==> src/rtl/cpuSettings.svh <==
`ifndef CPU_SETTINGS_SVH
`define CPU_SETTINGS_SVH

// instruction memory size in 32-bit words.
`define IMEM_DEPTH 64

// data memory size in 32-bit words.
`define DMEM_DEPTH 32

// byte address of the first instruction fetched after run goes high.
`define RESET_PC 32'h0000_0000

`endif

==> src/rtl/cpuPkg.sv <==
`include "cpuSettings.svh"

package cpuPkg;

  typedef logic [31:0] word_t;

  typedef logic [4:0] regIdx_t;

  // word address into instruction memory, as used by the load port.
  typedef logic [$clog2(`IMEM_DEPTH)-1:0] imemAddr_t;

  typedef enum logic [2:0] {
    aluAdd,
    aluSub,
    aluAnd,
    aluOr,
    aluXor,
    aluSlt
  } aluOp_t;

  // major opcodes of the supported RV32I subset.
  localparam logic [6:0] OP_REG   = 7'b0110011;
  localparam logic [6:0] OP_IMM   = 7'b0010011;
  localparam logic [6:0] OP_LOAD  = 7'b0000011;
  localparam logic [6:0] OP_STORE = 7'b0100011;

endpackage

==> src/rtl/ExecuteUnit.sv <==
`timescale 1ns/10ps

module ExecuteUnit import cpuPkg::*; (
  input  logic    clk,
  input  logic    rstN,
  input  regIdx_t exLhsIndex,
  input  regIdx_t exRhsIndex,
  input  regIdx_t exWriteRegisterIndex,
  input  word_t   exLhsValue,
  input  word_t   exRhsValue,
  input  word_t   exImmediate,
  input  aluOp_t  exAluOp,
  input  logic    exAluSrc,
  input  logic    exMemRead,
  input  logic    exMemWrite,
  input  logic    exMemToReg,
  input  logic    exRegWrite,
  input  regIdx_t wbWriteRegisterIndex,
  input  logic    wbRegWrite,
  input  word_t   writeBackData,
  output word_t   memAluResult,
  output word_t   memStoreData,
  output regIdx_t memWriteRegisterIndex,
  output logic    memMemRead,
  output logic    memMemWrite,
  output logic    memMemToReg,
  output logic    memRegWrite
);

  word_t lhsOperand;
  word_t rhsOperand;
  word_t aluInputB;
  word_t aluResult;

  // the younger producer in memory wins over the one in writeback.
  function automatic word_t forward(regIdx_t index, word_t decodedValue);
    if (memRegWrite && memWriteRegisterIndex != '0 && memWriteRegisterIndex == index) begin
      return memAluResult;
    end else if (wbRegWrite && wbWriteRegisterIndex != '0 && wbWriteRegisterIndex == index) begin
      return writeBackData;
    end
    return decodedValue;
  endfunction

  assign lhsOperand = forward(exLhsIndex, exLhsValue);
  assign rhsOperand = forward(exRhsIndex, exRhsValue);
  assign aluInputB  = exAluSrc ? exImmediate : rhsOperand;

  always_comb begin
    case (exAluOp)
      aluAdd:  aluResult = lhsOperand + aluInputB;
      aluSub:  aluResult = lhsOperand - aluInputB;
      aluAnd:  aluResult = lhsOperand & aluInputB;
      aluOr:   aluResult = lhsOperand | aluInputB;
      aluXor:  aluResult = lhsOperand ^ aluInputB;
      aluSlt:  aluResult = {31'b0, $signed(lhsOperand) < $signed(aluInputB)};
      default: aluResult = '0;
    endcase
  end

  always_ff @(posedge clk or negedge rstN) begin
    if (!rstN) begin
      memMemRead  <= 1'b0;
      memMemWrite <= 1'b0;
      memMemToReg <= 1'b0;
      memRegWrite <= 1'b0;
    end else begin
      memMemRead  <= exMemRead;
      memMemWrite <= exMemWrite;
      memMemToReg <= exMemToReg;
      memRegWrite <= exRegWrite;
    end
  end

  // store data takes the forwarded rs2, never the immediate.
  always_ff @(posedge clk) begin
    memAluResult          <= aluResult;
    memStoreData          <= rhsOperand;
    memWriteRegisterIndex <= exWriteRegisterIndex;
  end

endmodule

==> config.mk <==
export PLATFORM = sky130hd
export DESIGN_NAME = ExecuteUnit
export DESIGN_NICKNAME = d
export VERILOG_FILES = /design/src/rtl/cpuPkg.sv /design/src/rtl/ExecuteUnit.sv
export VERILOG_INCLUDE_DIRS = /design/src /design/src/rtl
export SDC_FILE = /design/constraint.sdc
export NUM_CORES = 1
export LEC_CHECK = 0
export BUFFER_PORTS_ARGS = -buffer_cell sky130_fd_sc_hd__buf_2
export CELL_PAD_IN_SITES_DETAIL_PLACEMENT = 1
export CELL_PAD_IN_SITES_GLOBAL_PLACEMENT = 1
export CORE_MARGIN = 2
export CORE_UTILIZATION = 39
export DETAILED_ROUTE_END_ITERATION = 16
export MAX_ROUTING_LAYER = met4
export PLACE_DENSITY_LB_ADDON = 0.05
export SLEW_MARGIN = 20
export SYNTH_ARGS = -nofsm -noshare
export SYNTH_HDL_FRONTEND = slang
export SYNTH_SLANG_ARGS = --single-unit
==> constraint.sdc <==
create_clock -name clk -period 4.6 [get_ports clk]
set_clock_uncertainty 0.05 [all_clocks]
set_input_delay 0.23 -clock clk [delete_from_list [all_inputs] [get_ports clk]]
set_output_delay 0.23 -clock clk [all_outputs]
set_load 0.03 [all_outputs]
==> summary.log, run 1 <==
INFO  yosys          combinational_family_with_the_most_area_after_synthesis=compound AO/OA/AOI/OAI gates
INFO  floorplan      start_util=39.62%
INFO  global_route   largest_net_degree_at_the_start_of_global_routing=50
INFO  yosys          number_of_synthesized_flops_with_an_enable_pin=0
INFO  power_and_ir_drop power.density_cell_area=275.3mW/mm2
INFO  power_and_ir_drop leakage=0.005553uW
INFO  clock_tree     tritoncts_num_sinks=73
INFO  clock_tree     cts.path.max_buffers=2
INFO  yosys          synth_xor_xnor_area_share=3.417%
INFO  floorplan      top_level_ports=232
INFO  worst_hold_path hold_class=primary input to flop
INFO  layout         syn2layout_area_growth=36.94%
INFO  yosys          post-synth-top-area-cell=sky130_fd_sc_hd__dfxtp_1
INFO  yosys          synth_adder_area_share=14.53%
INFO  sta            timing.fmax=222.9MHz
INFO  power_and_ir_drop peakVddDrop=0.1368mV
INFO  yosys          synth_mux_area_share=12.48%
INFO  worst_hold_path hold_start=exRhsValue[9]
INFO  sta            finalSetupTns=0ns
INFO  setup_path     worst_r2r_startpoint=memWriteRegisterIndex[3]
INFO  sta            finalSetupViolCount=0
INFO  setup_path     rr_worst_depth=18
INFO  drt            route.vias.total=10460
INFO  sta            max-slew-margin-rel=34.07%
INFO  sta            timing.final.hold_violations=0
INFO  placed_design  buffer_ports.inserted=231
INFO  floorplan      fp.dieW=155.7um
INFO  drt            firstDrtPassIters=5
INFO  yosys          post_synth_arst_share=5.479%
INFO  yosys          synth.lib_cells_used.distinct=91
INFO  setup_path     critical_path.startpoint_type=flop
INFO  drt            route.detailed.wl_per_inst=20.65um
INFO  worst_hold_path holdPathEnd=memStoreData[9]
INFO  drt            drcViolationCount=0
INFO  yosys          synth_top_area_share=15.40%
INFO  sta            maxSlewViolCount=0
INFO  setup_path     worstReg2RegEnd=memAluResult[30]
INFO  yosys          synth_area_per_cell=7.525um2
INFO  setup_path     worstPathMaxFanout=15
INFO  global_route   grt_pass1_vias=10620
INFO  layout         final_net_count=1806
INFO  yosys          number_of_instances_in_the_synthesized_netlist=1192
INFO  worst_hold_path whs_path_depth=3
INFO  clock_tree     clock_tree.htree_level_count=3
INFO  floorplan      rows=55
INFO  run            cap_viol_max_count=0
INFO  layout         layout.filler_cells=2895
INFO  setup_path     timing.setup.critical_path_class=flop to flop
INFO  clock_tree     numCtsBuffers=9
INFO  floorplan      core-area=0.02264mm2
INFO  placed_design  dp_hpwl=29470um
INFO  yosys          ys_seq_area_share=16.52%
INFO  power_and_ir_drop power.total=3381uW
INFO  setup_path     crit_path_end_kind=flop
INFO  yosys          yosysWarnings=0
INFO  global_route   grt.overflow.total=0
INFO  global_route   grt_usage=31.34%
INFO  global_route   antenna_found_initial=0
INFO  layout         final_core_utilization=54.25%
INFO  placed_design  placed_cells_incl_taps=1800
INFO  run_status     run_status=finished, final reports clean
INFO  clock_tree     cts-root-buf=sky130_fd_sc_hd__clkbuf_16
INFO  yosys          post_synth_and_or_nand_nor_area_fraction=17.74%
INFO  layout         layout-drive-gt1-share=34.02%
INFO  placed_design  place.gp.congestion=0.9944
INFO  sta            post-route-min-period=4.486ns
INFO  clock_tree     clock_insertion_delay_worst_skew=0.36ns
INFO  clock_tree     tritoncts=done
INFO  yosys          yosys-top-cells-area=sky130_fd_sc_hd__dfxtp_1, sky130_fd_sc_hd__ha_1, sky130_fd_sc_hd__mux2i_1, sky130_fd_sc_hd__nand2_1, sky130_fd_sc_hd__a21oi_1
INFO  sta            final_critical_path_setup_slack=0.1144ns
INFO  yosys          synth_compound_area_share=27.28%
INFO  yosys          synth_area=0.008970mm2
INFO  setup_path     reg2reg_setup_slack=0.11ns
INFO  floorplan      chipHeight=155.7um
INFO  layout         seqCellArea=0.001481mm2
INFO  setup_path     cp_data_arrival_time=4.73ns
INFO  layout         n_antenna_cell=0
INFO  clock_tree     clkSlewWorstSetupHoldPaths=0.07ns
INFO  layout         count_of_non_filler_cells_in_the_finished_layout=1834
INFO  setup_path     cp_data_required_time=4.85ns
INFO  yosys          ys_ff_latch=73
INFO  sta            worst_pin_slew=0.9853ns
INFO  drt            drt-total-wl=37880um
INFO  placed_design  dp_worst_setup_slack=-0.4432ns
INFO  drt            viasPerCell=5.703
INFO  drt            dr.first_iter.drc_count=729
INFO  yosys          synth-main-ff-cell=sky130_fd_sc_hd__dfxtp_1
INFO  layout         multi_input_comb_area=0.007033mm2
INFO  yosys          synth.net_count=1454
INFO  sta            post-route-period-util=97.51%
INFO  floorplan      fp.dieArea=0.02423mm2
INFO  drt            final_antenna_net_count=0
INFO  global_route   grt_first_pass_wirelength=58350um
## how the worst max path moves through the flow
stage	startpoint	end	depth (start not counted)
3_5_place_dp	wbWriteRegisterIndex[2]	memAluResult[0]	20
5_1_grt	memWriteRegisterIndex[3]	memAluResult[31]	20
6_report	memWriteRegisterIndex[3]	memAluResult[30]	18
4_1_cts	memWriteRegisterIndex[3]	memAluResult[0]	19
2_1_floorplan	memWriteRegisterIndex[3]	memAluResult[30]	16
3_3_place_gp	wbWriteRegisterIndex[0]	memAluResult[0]	19
## state kept, by name (all words and copies together) (netlist names)
register	count
memStoreData	32
memWriteRegisterIndex	5
memRegWrite	1
memMemToReg	1
memAluResult	32
memMemRead	1
memMemWrite	1
## layout make-up
cell class | instances | area share (%)
Clock buffer | 9 | 1.834
Timing Repair Buffer | 419 | 22.12
Tap cell | 285 | 2.903
Clock inverter | 7 | 0.8251
Multi-Input combinational cell | 943 | 57.26
Sequential cell | 73 | 12.06
Inverter | 98 | 2.995
## stage by stage
step / area (um2) / hold WS (ns)
after floorplan: 8970 / -0.1156
after global placement: 11550 / -0.01400
after detailed placement: 11550 / -0.009723
after CTS: 12010 / 0.1178
after global routing: 12280 / 0.1397
final: 12280 / 0.1303
## cells in the mapped netlist (11+ instances only)
master                     instances
sky130_fd_sc_hd__a211oi_1         16
sky130_fd_sc_hd__dfxtp_1          69
sky130_fd_sc_hd__mux2i_1          77
sky130_fd_sc_hd__nand2_1         121
sky130_fd_sc_hd__buf_2            20
sky130_fd_sc_hd__o211ai_1         19
sky130_fd_sc_hd__inv_2            13
sky130_fd_sc_hd__a31oi_1          11
sky130_fd_sc_hd__ha_1            101
sky130_fd_sc_hd__nor2_1           84
sky130_fd_sc_hd__o21ai_0          43
sky130_fd_sc_hd__o21ai_1          66
sky130_fd_sc_hd__o31ai_1          14
sky130_fd_sc_hd__inv_1            84
sky130_fd_sc_hd__mux2_2           29
sky130_fd_sc_hd__a21oi_1          75
sky130_fd_sc_hd__o22ai_1          15
sky130_fd_sc_hd__nand3_1          26
sky130_fd_sc_hd__a21o_1           11
sky130_fd_sc_hd__nor3_1           23
sky130_fd_sc_hd__clkbuf_1         48
sky130_fd_sc_hd__xnor2_1          25
## critical path: stages, from the launching register on
cell and delay [ns]:
sky130_fd_sc_hd__dfxtp_1 0.34, sky130_fd_sc_hd__or4_4 0.55, sky130_fd_sc_hd__o21ai_4 0.19, sky130_fd_sc_hd__nor4_4 0.08, sky130_fd_sc_hd__buf_12 0.16, sky130_fd_sc_hd__buf_12 0.15, sky130_fd_sc_hd__nand2_1 0.06, sky130_fd_sc_hd__o21ai_1 0.07
sky130_fd_sc_hd__mux2_2 0.29, sky130_fd_sc_hd__ha_1 0.41, sky130_fd_sc_hd__nor4_4 0.31, sky130_fd_sc_hd__nand2_1 0.16, sky130_fd_sc_hd__o221ai_4 0.25, sky130_fd_sc_hd__o211ai_2 0.17, sky130_fd_sc_hd__buf_4 0.19, sky130_fd_sc_hd__a21oi_4 0.18
sky130_fd_sc_hd__a31oi_1 0.18, sky130_fd_sc_hd__or4_1 0.51, sky130_fd_sc_hd__nand4_1 0.10
## metal layers
layer,wire [um],global-route usage [%]
met4,699,7.995
met5,0,-
met1,17230,40.80
met2,17860,51.73
met3,2090,3.833
## cell families (layout without fill, tap and decap cells)
group                      after synthesis  after routing
AOI/OAI and AO/OA                      365            365
and+or+nand+nor                        333            333
buffers and inverters                  176            533
muxes                                  107            107
adders and majority gates              103            103
DFF                                     73             73
xor gates and xnor gates                35             35
## power breakdown
group	total (uW)	switching [uW]	internal, uW
registers	755	49.3	706
logic	1780	1050	731
clock network	841	359	483
## timing repair
action,in CTS,in global routing
hold buffers,10,0
pin swaps,1,11
buffers inserted,0,8
setup endpoints to repair,13,21
gates resized for setup,5,39
endpoints found under the hold margin,13,0
## cells in the final DEF (no fill, tap or decap), types with 16 or more instances in the layout
cell                       instances
sky130_fd_sc_hd__nor3_1           21
sky130_fd_sc_hd__a211oi_1         16
sky130_fd_sc_hd__nand3_1          24
sky130_fd_sc_hd__mux2_2           29
sky130_fd_sc_hd__nand2_1         121
sky130_fd_sc_hd__buf_2           231
sky130_fd_sc_hd__ha_1             94
sky130_fd_sc_hd__o211ai_1         19
sky130_fd_sc_hd__buf_4           168
sky130_fd_sc_hd__o21ai_0          42
sky130_fd_sc_hd__o21ai_1          64
sky130_fd_sc_hd__inv_1            84
sky130_fd_sc_hd__dfxtp_1          69
sky130_fd_sc_hd__a21oi_1          73
sky130_fd_sc_hd__xnor2_1          25
sky130_fd_sc_hd__mux2i_1          76
sky130_fd_sc_hd__nor2_1           83
(Power assumes the default switching activity.)
==> inputs of run 2 (changes only) <==
--- a/config.mk
+++ b/config.mk
@@ -14,6 +14,7 @@
 export DETAILED_ROUTE_END_ITERATION = 16
 export MAX_ROUTING_LAYER = met4
 export PLACE_DENSITY_LB_ADDON = 0.05
+export RECOVER_POWER = 100
 export SLEW_MARGIN = 20
 export SYNTH_ARGS = -nofsm -noshare
 export SYNTH_HDL_FRONTEND = slang
==> run 2 against run 1 <==
Effect of this change: first-iteration DRC count is 7.8% lower; via count hardly changed; design area is 0.94% lower; combinational power hardly changed; fmax is 0.19% lower; global-route usage stayed put; sequential share of layout area is 0.11 points higher; cell count stayed put; sequential power hardly changed; non-clock buffer count stayed put; register-to-register slack hardly changed; utilization is 0.51 points lower.
==> summary.log, run 2 (synthesized netlist as in run 1, its figures left out) <==
INFO  run_status     run_status=finished, final reports clean [unchanged]
INFO  setup_path     crit_path_end_kind=flop [unchanged]
INFO  clock_tree     clkSlewWorstSetupHoldPaths=0.07ns [about the same]
INFO  drt            dr.first_iter.drc_count=672 [was 729]
INFO  floorplan      fp.dieW=155.7um [unchanged]
INFO  clock_tree     tritoncts_num_sinks=73 [unchanged]
INFO  sta            finalSetupViolCount=0 [unchanged]
INFO  drt            route.vias.total=10470 [was 10460]
INFO  layout         n_antenna_cell=0 [unchanged]
INFO  sta            post-route-period-util=97.70% [was 97.51%]
INFO  placed_design  dp_hpwl=29470um [unchanged]
INFO  global_route   grt_first_pass_wirelength=58350um [unchanged]
INFO  placed_design  place.gp.congestion=0.9944 [unchanged]
INFO  power_and_ir_drop peakVddDrop=0.1370mV [was 0.1368 mV]
INFO  global_route   grt_usage=31.34% [unchanged]
INFO  power_and_ir_drop leakage=0.005312uW [was 0.005553 uW]
INFO  placed_design  buffer_ports.inserted=231 [unchanged]
INFO  floorplan      rows=55 [unchanged]
INFO  setup_path     worstPathMaxFanout=15 [unchanged]
INFO  layout         layout_commonest_cell=sky130_fd_sc_hd__buf_4 [was sky130_fd_sc_hd__buf_2]
INFO  setup_path     critical_path.startpoint_type=flop [unchanged]
INFO  power_and_ir_drop power.total=3362uW [was 3381 uW]
INFO  sta            timing.final.hold_violations=0 [unchanged]
INFO  drt            route.detailed.wl_per_inst=20.70um [was 20.65 um]
INFO  global_route   antenna_found_initial=0 [unchanged]
INFO  layout         multi_input_comb_area=0.007025mm2 [was 0.007033 mm2]
INFO  layout         reg_top3=memAluResult: 32 flops, memStoreData: 32 flops, memWriteRegisterIndex: 5 flops [unchanged]
INFO  drt            wl_met2=17890um [was 17860 um]
INFO  setup_path     timing.setup.critical_path_class=flop to flop [unchanged]
INFO  floorplan      top_level_ports=232 [unchanged]
INFO  sta            maxSlewViolCount=0 [unchanged]
INFO  worst_hold_path hold_class=primary input to flop [unchanged]
INFO  setup_path     cp_data_arrival_time=4.74ns [was 4.73 ns]
INFO  sta            hold_ws=0.1293ns [was 0.1303 ns]
INFO  setup_path     cpMaxStageDelayCell=sky130_fd_sc_hd__or4_4 [unchanged]
INFO  global_route   grt_pass1_vias=10620 [unchanged]
INFO  drt            drcViolationCount=0 [unchanged]
INFO  drt            drt-met1-wl=17320um [was 17230 um]
INFO  layout         seqCellArea=0.001481mm2 [unchanged]
INFO  drt            firstDrtPassIters=5 [unchanged]
INFO  clock_tree     cts.path.max_buffers=2 [unchanged]
INFO  layout         final_core_utilization=53.74% [was 54.25%]
INFO  clock_tree     clock_tree.htree_level_count=3 [unchanged]
INFO  global_route   largest_net_degree_at_the_start_of_global_routing=50 [unchanged]
INFO  clock_tree     numCtsBuffers=9 [unchanged]
INFO  setup_path     cp_data_required_time=4.85ns [about the same]
INFO  clock_tree     tritoncts=done [unchanged]
INFO  drt            drt-total-wl=37970um [was 37880 um]
INFO  layout         layout-drive-gt1-share=28.86% [was 34.02%]
INFO  floorplan      core-area=0.02264mm2 [unchanged]
INFO  layout         final_net_count=1806 [unchanged]
INFO  layout         layout.filler_cells=2935 [was 2895]
INFO  floorplan      chipHeight=155.7um [unchanged]
INFO  drt            highest-signal-layer=met4 [unchanged]
INFO  sta            timing.fmax=222.5MHz [was 222.9 MHz]
INFO  clock_tree     cts-root-buf=sky130_fd_sc_hd__clkbuf_16 [unchanged]
INFO  clock_tree     clock_insertion_delay_worst_skew=0.36ns [about the same]
INFO  floorplan      fp.dieArea=0.02423mm2 [unchanged]
INFO  sta            post-route-min-period=4.494ns [was 4.486 ns]
INFO  layout         syn2layout_area_growth=35.65% [was 36.94%]
INFO  setup_path     timing.critical_path.slowest_cell_delay=0.55ns [about the same]
INFO  sta            worst_pin_slew=0.9493ns [was 0.9853 ns]
INFO  setup_path     crit_chain=or4_4, o21ai_4, nor4_4, buf_12, buf_12, nand2_1, o21ai_1, mux2_2, ha_1, nor4_4, nand2_1, o221ai_4, o211ai_2, buf_4, a21oi_4, a31oi_1, or4_1, nand4_1 [unchanged]
INFO  run            cap_viol_max_count=0 [unchanged]
INFO  power_and_ir_drop power.density_cell_area=276.3mW/mm2 [was 275.3 mW/mm2]
INFO  drt            final_antenna_net_count=0 [unchanged]
INFO  floorplan      start_util=39.62% [unchanged]
INFO  drt            viasPerCell=5.707 [was 5.703]
INFO  layout         layout.cells.most_common_list=sky130_fd_sc_hd__buf_4, sky130_fd_sc_hd__buf_2, sky130_fd_sc_hd__nand2_1, sky130_fd_sc_hd__ha_1, sky130_fd_sc_hd__inv_1 [was sky130_fd_sc_hd__buf_2, sky130_fd_sc_hd__buf_4, sky130_fd_sc_hd__nand2_1, sky130_fd_sc_hd__ha_1, sky130_fd_sc_hd__inv_1]
INFO  global_route   grt.overflow.total=0 [unchanged]
INFO  sta            max-slew-margin-rel=36.48% [was 34.07%]
INFO  drt            detailroute.wirelength.met3=2066um [was 2090 um]
==> run 2: power breakdown <==
| part | switching, uW | internal, uW |
|---|---|---|
| sequential | 51.5 | 706 |
| clock | 360 | 483 |
| combinational | 1060 | 707 |
| total | 1470 | 1890 |
==> run 2: worst max-delay path: cells and delay by family (launching register included) <==
kind                     cells  cell delay (ns)
adder cells (fa/ha/maj)      1             0.41
flip-flops                   1             0.34
multiplexers                 1             0.29
AND/OR/NAND/NOR              7             1.76
AO/OA/AOI/OAI                6             1.05
buffers and inverters        3             0.50
==> run 2: path summary, 6_finish.rpt <==
kind,start,endpoint,slack (ns),depth (start not counted)
setup reg to reg,memWriteRegisterIndex[3],memAluResult[30],0.11,18
min in group asynchronous,rstN,memMemWrite,0.20,2
hold / removal,exRhsValue[18],memStoreData[18],0.13,3
max in group asynchronous,rstN,memMemRead,4.11,2
setup / recovery,memWriteRegisterIndex[3],memAluResult[30],0.11,18
hold reg to reg,memAluResult[22],memStoreData[22],0.45,2
==> run 2: timing repair <==
item | in CTS | in global routing
endpoints found under the setup margin | 13 | 21
gates resized for setup | 5 | 39
setup buffers | 0 | 8
hold buffers | 10 | 0
pin swaps | 1 | 11
endpoints found under the hold margin | 13 | 0
==> run 2: per-stage QoR <==
step           setup slack [ns]  instances  cell area [um2]  TNS [ns]
6_report                 0.1059       1834            12170         0
5_1_grt                -0.08429       1834            12170   -0.1320
4_1_cts                -0.01196       1826            12010  -0.02057
3_5_place_dp            -0.4432       1800            11550    -4.126
3_3_place_gp            -0.4030       1800            11550    -2.883
2_1_floorplan            0.1531       1192             8970         0
==> run 2: cell type report <==
type	count	area share [%]
Clock inverter	7	0.8329
Tap cell	285	2.931
Sequential cell	73	12.17
Inverter	98	3.023
Multi-Input combinational cell	943	57.74
Timing Repair Buffer	419	21.45
Clock buffer	9	1.851
==> run 2: routing by layer <==
| layer | global-route usage, % | up-vias |
|---|---|---|
| met4 | 7.995 | 0 |
| met2 | 51.73 | 351 |
| met1 | 40.80 | 5074 |
| met3 | 3.833 | 49 |
| met5 | - | - |
| li1 | - | 4993 |
==> inputs of run 3 (changes only) <==
--- a/config.mk
+++ b/config.mk
@@ -6,14 +6,15 @@
 export SDC_FILE = /design/constraint.sdc
 export NUM_CORES = 1
 export LEC_CHECK = 0
-export BUFFER_PORTS_ARGS = -buffer_cell sky130_fd_sc_hd__buf_2
+export BUFFER_PORTS_ARGS = -buffer_cell sky130_fd_sc_hd__clkbuf_2
+export CAP_MARGIN = 25
 export CELL_PAD_IN_SITES_DETAIL_PLACEMENT = 1
 export CELL_PAD_IN_SITES_GLOBAL_PLACEMENT = 1
 export CORE_MARGIN = 2
 export CORE_UTILIZATION = 39
 export DETAILED_ROUTE_END_ITERATION = 16
 export MAX_ROUTING_LAYER = met4
-export PLACE_DENSITY_LB_ADDON = 0.05
+export PLACE_DENSITY_LB_ADDON = 0.1
 export RECOVER_POWER = 100
 export SLEW_MARGIN = 20
 export SYNTH_ARGS = -nofsm -noshare
==> run 3 against run 2 <==
Effect of this change: non-clock buffer count shrank 45; die area is the same; sequential cell count is the same; design area shrank 1.8%; combinational power shrank 2%.
==> summary.log, run 3 (synthesized netlist as in run 1, its figures left out) <==
INFO  run_status     run_status=finished, final reports clean [unchanged]
INFO  setup_path     cp_num_buf_inv=5 [was 3]
INFO  setup_path     worstReg2RegEnd=memAluResult[21] [was memAluResult[30]]
INFO  placed_design  placed_cells_incl_taps=1754 [was 1800]
INFO  power_and_ir_drop sw_ratio=42.94% [was 43.63%]
INFO  layout         count_of_non_filler_cells_in_the_finished_layout=1789 [was 1834]
INFO  clock_tree     cts-root-buf=sky130_fd_sc_hd__clkbuf_16 [unchanged]
INFO  layout         final_net_count=1761 [was 1806]
INFO  clock_tree     tritoncts=done [unchanged]
INFO  power_and_ir_drop net-switching-power=1448uW [was 1467 uW]
INFO  layout         seqCellArea=0.001486mm2 [was 0.001481 mm2]
INFO  placed_design  place.gp.congestion=0.9992 [was 0.9944]
INFO  layout         multi_input_comb_area=0.007072mm2 [was 0.007025 mm2]
INFO  setup_path     crit_start=memWriteRegisterIndex[4] [was memWriteRegisterIndex[3]]
INFO  floorplan      top_level_ports=232 [unchanged]
INFO  sta            post-route-min-period=4.514ns [was 4.494 ns]
INFO  power_and_ir_drop leakage=0.005228uW [was 0.005312 uW]
INFO  global_route   grt_pass1_vias=10390 [was 10620]
INFO  floorplan      rows=55 [unchanged]
INFO  power_and_ir_drop power.total=3373uW [was 3362 uW]
INFO  setup_path     timing.critical_path.slowest_cell_delay=0.53ns [was 0.55 ns]
INFO  clock_tree     numCtsBuffers=9 [unchanged]
INFO  global_route   antenna_found_initial=0 [unchanged]
INFO  floorplan      fp.dieArea=0.02423mm2 [unchanged]
INFO  floorplan      fp.dieW=155.7um [unchanged]
INFO  setup_path     worstPathMaxFanout=25 [was 15]
INFO  setup_path     crit_family=compound AO/OA/AOI/OAI gates [was simple AND/OR/NAND/NOR gates]
INFO  setup_path     cpMaxStageDelayCell=sky130_fd_sc_hd__or4_4 [unchanged]
INFO  setup_path     crit_path_end_kind=flop [unchanged]
INFO  setup_path     crit_chain=or4_4, o21ai_4, buf_4, nor4_4, buf_4, buf_12, o21ai_1, ha_1, buf_4, nor2_1, o21ai_1, a21oi_2, a2111oi_4, o211ai_1, a21boi_1, buf_4, or4_1, nand3_1 [was or4_4, o21ai_4, nor4_4, buf_12, buf_12, nand2_1, o21ai_1, mux2_2, ha_1, nor4_4, nand2_1, o221ai_4, o211ai_2, buf_4, a21oi_4, a31oi_1, or4_1, nand4_1]
INFO  global_route   grt_usage=30.97% [was 31.34%]
INFO  drt            firstDrtPassIters=5 [unchanged]
INFO  power_and_ir_drop power_frac_clock=26.5% [was 25.1%]
INFO  sta            post-route-period-util=98.13% [was 97.70%]
INFO  clock_tree     cts.path.max_buffers=2 [unchanged]
INFO  clock_tree     clock_tree.htree_level_count=3 [unchanged]
INFO  global_route   largest_net_degree_at_the_start_of_global_routing=36 [was 50]
INFO  drt            final_antenna_net_count=0 [unchanged]
INFO  clock_tree     tritoncts_num_sinks=73 [unchanged]
INFO  setup_path     cp_data_required_time=4.86ns [was 4.85 ns]
INFO  clock_tree     clkSlewWorstSetupHoldPaths=0.07ns [about the same]
INFO  layout         layout.cells.most_common_list=sky130_fd_sc_hd__clkbuf_2, sky130_fd_sc_hd__buf_4, sky130_fd_sc_hd__nand2_1, sky130_fd_sc_hd__ha_1, sky130_fd_sc_hd__inv_1 [was sky130_fd_sc_hd__buf_4, sky130_fd_sc_hd__buf_2, sky130_fd_sc_hd__nand2_1, sky130_fd_sc_hd__ha_1, sky130_fd_sc_hd__inv_1]
INFO  setup_path     timing.setup.critical_path_class=flop to flop [unchanged]
INFO  layout         layout_commonest_cell=sky130_fd_sc_hd__clkbuf_2 [was sky130_fd_sc_hd__buf_4]
INFO  sta            timing.final.hold_violations=0 [unchanged]
INFO  sta            rsz0062_at_grt=yes
INFO  floorplan      core-area=0.02264mm2 [unchanged]
INFO  placed_design  dp_hpwl=28520um [was 29470 um]
INFO  setup_path     crit_path_end=memAluResult[21] [was memAluResult[30]]
INFO  setup_path     reg2reg_setup_slack=0.09ns [was 0.11 ns]
INFO  layout         n_antenna_cell=0 [unchanged]
INFO  setup_path     path_length_in_cells_of_the_critical_path=18 [unchanged]
INFO  layout         layout.filler_cells=2880 [was 2935]
INFO  sta            max-slew-margin-rel=38.14% [was 36.48%]
INFO  power_and_ir_drop pwr-share-seq=22.5% [about the same]
INFO  run            cap_viol_max_count=0 [unchanged]
INFO  sta            timing.fmax=221.5MHz [was 222.5 MHz]
INFO  sta            hold_ws=0.1232ns [was 0.1293 ns]
INFO  global_route   grt_first_pass_wirelength=57510um [was 58350 um]
INFO  sta            worst_pin_slew=0.9279ns [was 0.9493 ns]
INFO  power_and_ir_drop internal-power=1924uW [was 1895 uW]
INFO  drt            drt-total-wl=37730um [was 37970 um]
INFO  layout         syn2layout_area_growth=33.25% [was 35.65%]
INFO  floorplan      chipHeight=155.7um [unchanged]
INFO  sta            maxSlewViolCount=0 [unchanged]
INFO  floorplan      start_util=39.62% [unchanged]
INFO  layout         reg_top3=memAluResult: 32 flops, memStoreData: 32 flops, memWriteRegisterIndex: 5 flops [unchanged]
INFO  setup_path     cp_data_arrival_time=4.77ns [was 4.74 ns]
INFO  setup_path     worst_r2r_startpoint=memWriteRegisterIndex[4] [was memWriteRegisterIndex[3]]
INFO  global_route   grt.overflow.total=0 [unchanged]
INFO  worst_hold_path hold_class=primary input to flop [unchanged]
INFO  clock_tree     clock_insertion_delay_worst_skew=0.36ns [about the same]
INFO  power_and_ir_drop power.density_cell_area=282.2mW/mm2 [was 276.3 mW/mm2]
INFO  power_and_ir_drop comb_power_share=51.0% [was 52.4%]
INFO  drt            route.vias.total=10360 [was 10470]
INFO  placed_design  buffer_ports.inserted=231 [unchanged]
INFO  setup_path     critPathMostFrequentCell=sky130_fd_sc_hd__buf_4
INFO  drt            drcViolationCount=0 [unchanged]
INFO  drt            route.detailed.wl_per_inst=21.09um [was 20.70 um]
INFO  drt            dr.first_iter.drc_count=775 [was 672]
INFO  layout         layout-drive-gt1-share=28.86% [about the same]
INFO  power_and_ir_drop peakVddDrop=0.1509mV [was 0.1370 mV]
INFO  setup_path     rr_worst_depth=18 [unchanged]
INFO  drt            viasPerCell=5.788 [was 5.707]
INFO  setup_path     critical_path.startpoint_type=flop [unchanged]
INFO  sta            finalSetupViolCount=0 [unchanged]
==> run 3: final cells by class <==
| class | instances | share of cell area, % |
|---|---|---|
| clock buffer | 10 | 1.999 |
| sequential | 73 | 12.44 |
| tap | 285 | 2.983 |
| timing repair buffer | 374 | 19.38 |
| multi-input combinational | 943 | 59.16 |
| inverter | 98 | 3.078 |
| clock inverter | 6 | 0.9630 |
==> run 3: stage by stage <==
stage	setup WS [ns]	TNS [ns]	area, um2	utilization, %
floorplan	0.1531	0	8970	-
global placement	-0.1423	-0.7153	11210	49.51
detailed placement	-0.1878	-1.612	11210	49.51
CTS	0.007729	0	11690	51.63
global route	-0.05363	-0.1283	11950	52.79
finish	0.08596	0	11950	52.79
==> run 3: layer usage <==
layer	track usage (%)	share of wire [%]	up-vias
met5	-	0	-
met4	6.903	1.8	0
met3	3.806	5.4	55
met2	50.93	47	344
met1	40.83	46	5049
li1	-	-	4907
==> run 3: what timing repair did <==
item,CTS,global route
cloned,0,1
gates resized for setup,5,53
hold buffers,10,0
endpoints found under the setup margin,14,23
hold endpoints to repair,13,0
buffers inserted,0,7
pin swaps,0,18
==> run 3: how the worst min path moves through the flow <==
stage / startpoint / end / cells after the start
final: exRhsValue[22] / memStoreData[22] / 3
after global routing: exRhsValue[17] / memStoreData[17] / 3
after CTS: exRhsValue[22] / memStoreData[22] / 3
after detailed placement: rstN / memMemToReg / 1
after global placement: rstN / memRegWrite / 1
after floorplan: rstN / memMemRead / 0
==> run 3: power by group through the flow <==
stage          Combinational, uW  Clock, uW  Sequential (uW)
6_report                    1720        893              760
2_1_floorplan                867          0              903
3_5_place_dp                1610          0              773
5_1_grt                     1850        929              770
3_3_place_gp                1580          0              772
4_1_cts                     1640        905              759
==> run 3: worst register-to-register path: stages, from the launching register on <==
cell and delay, ns:
sky130_fd_sc_hd__dfxtp_2 0.35, sky130_fd_sc_hd__or4_4 0.53, sky130_fd_sc_hd__o21ai_4 0.24, sky130_fd_sc_hd__buf_4 0.16, sky130_fd_sc_hd__nor4_4 0.04, sky130_fd_sc_hd__buf_4 0.18, sky130_fd_sc_hd__buf_12 0.17, sky130_fd_sc_hd__o21ai_1 0.28
sky130_fd_sc_hd__ha_1 0.35, sky130_fd_sc_hd__buf_4 0.19, sky130_fd_sc_hd__nor2_1 0.19, sky130_fd_sc_hd__o21ai_1 0.16, sky130_fd_sc_hd__a21oi_2 0.30, sky130_fd_sc_hd__a2111oi_4 0.10, sky130_fd_sc_hd__o211ai_1 0.41, sky130_fd_sc_hd__a21boi_1 0.14
sky130_fd_sc_hd__buf_4 0.15, sky130_fd_sc_hd__or4_1 0.39, sky130_fd_sc_hd__nand3_1 0.09
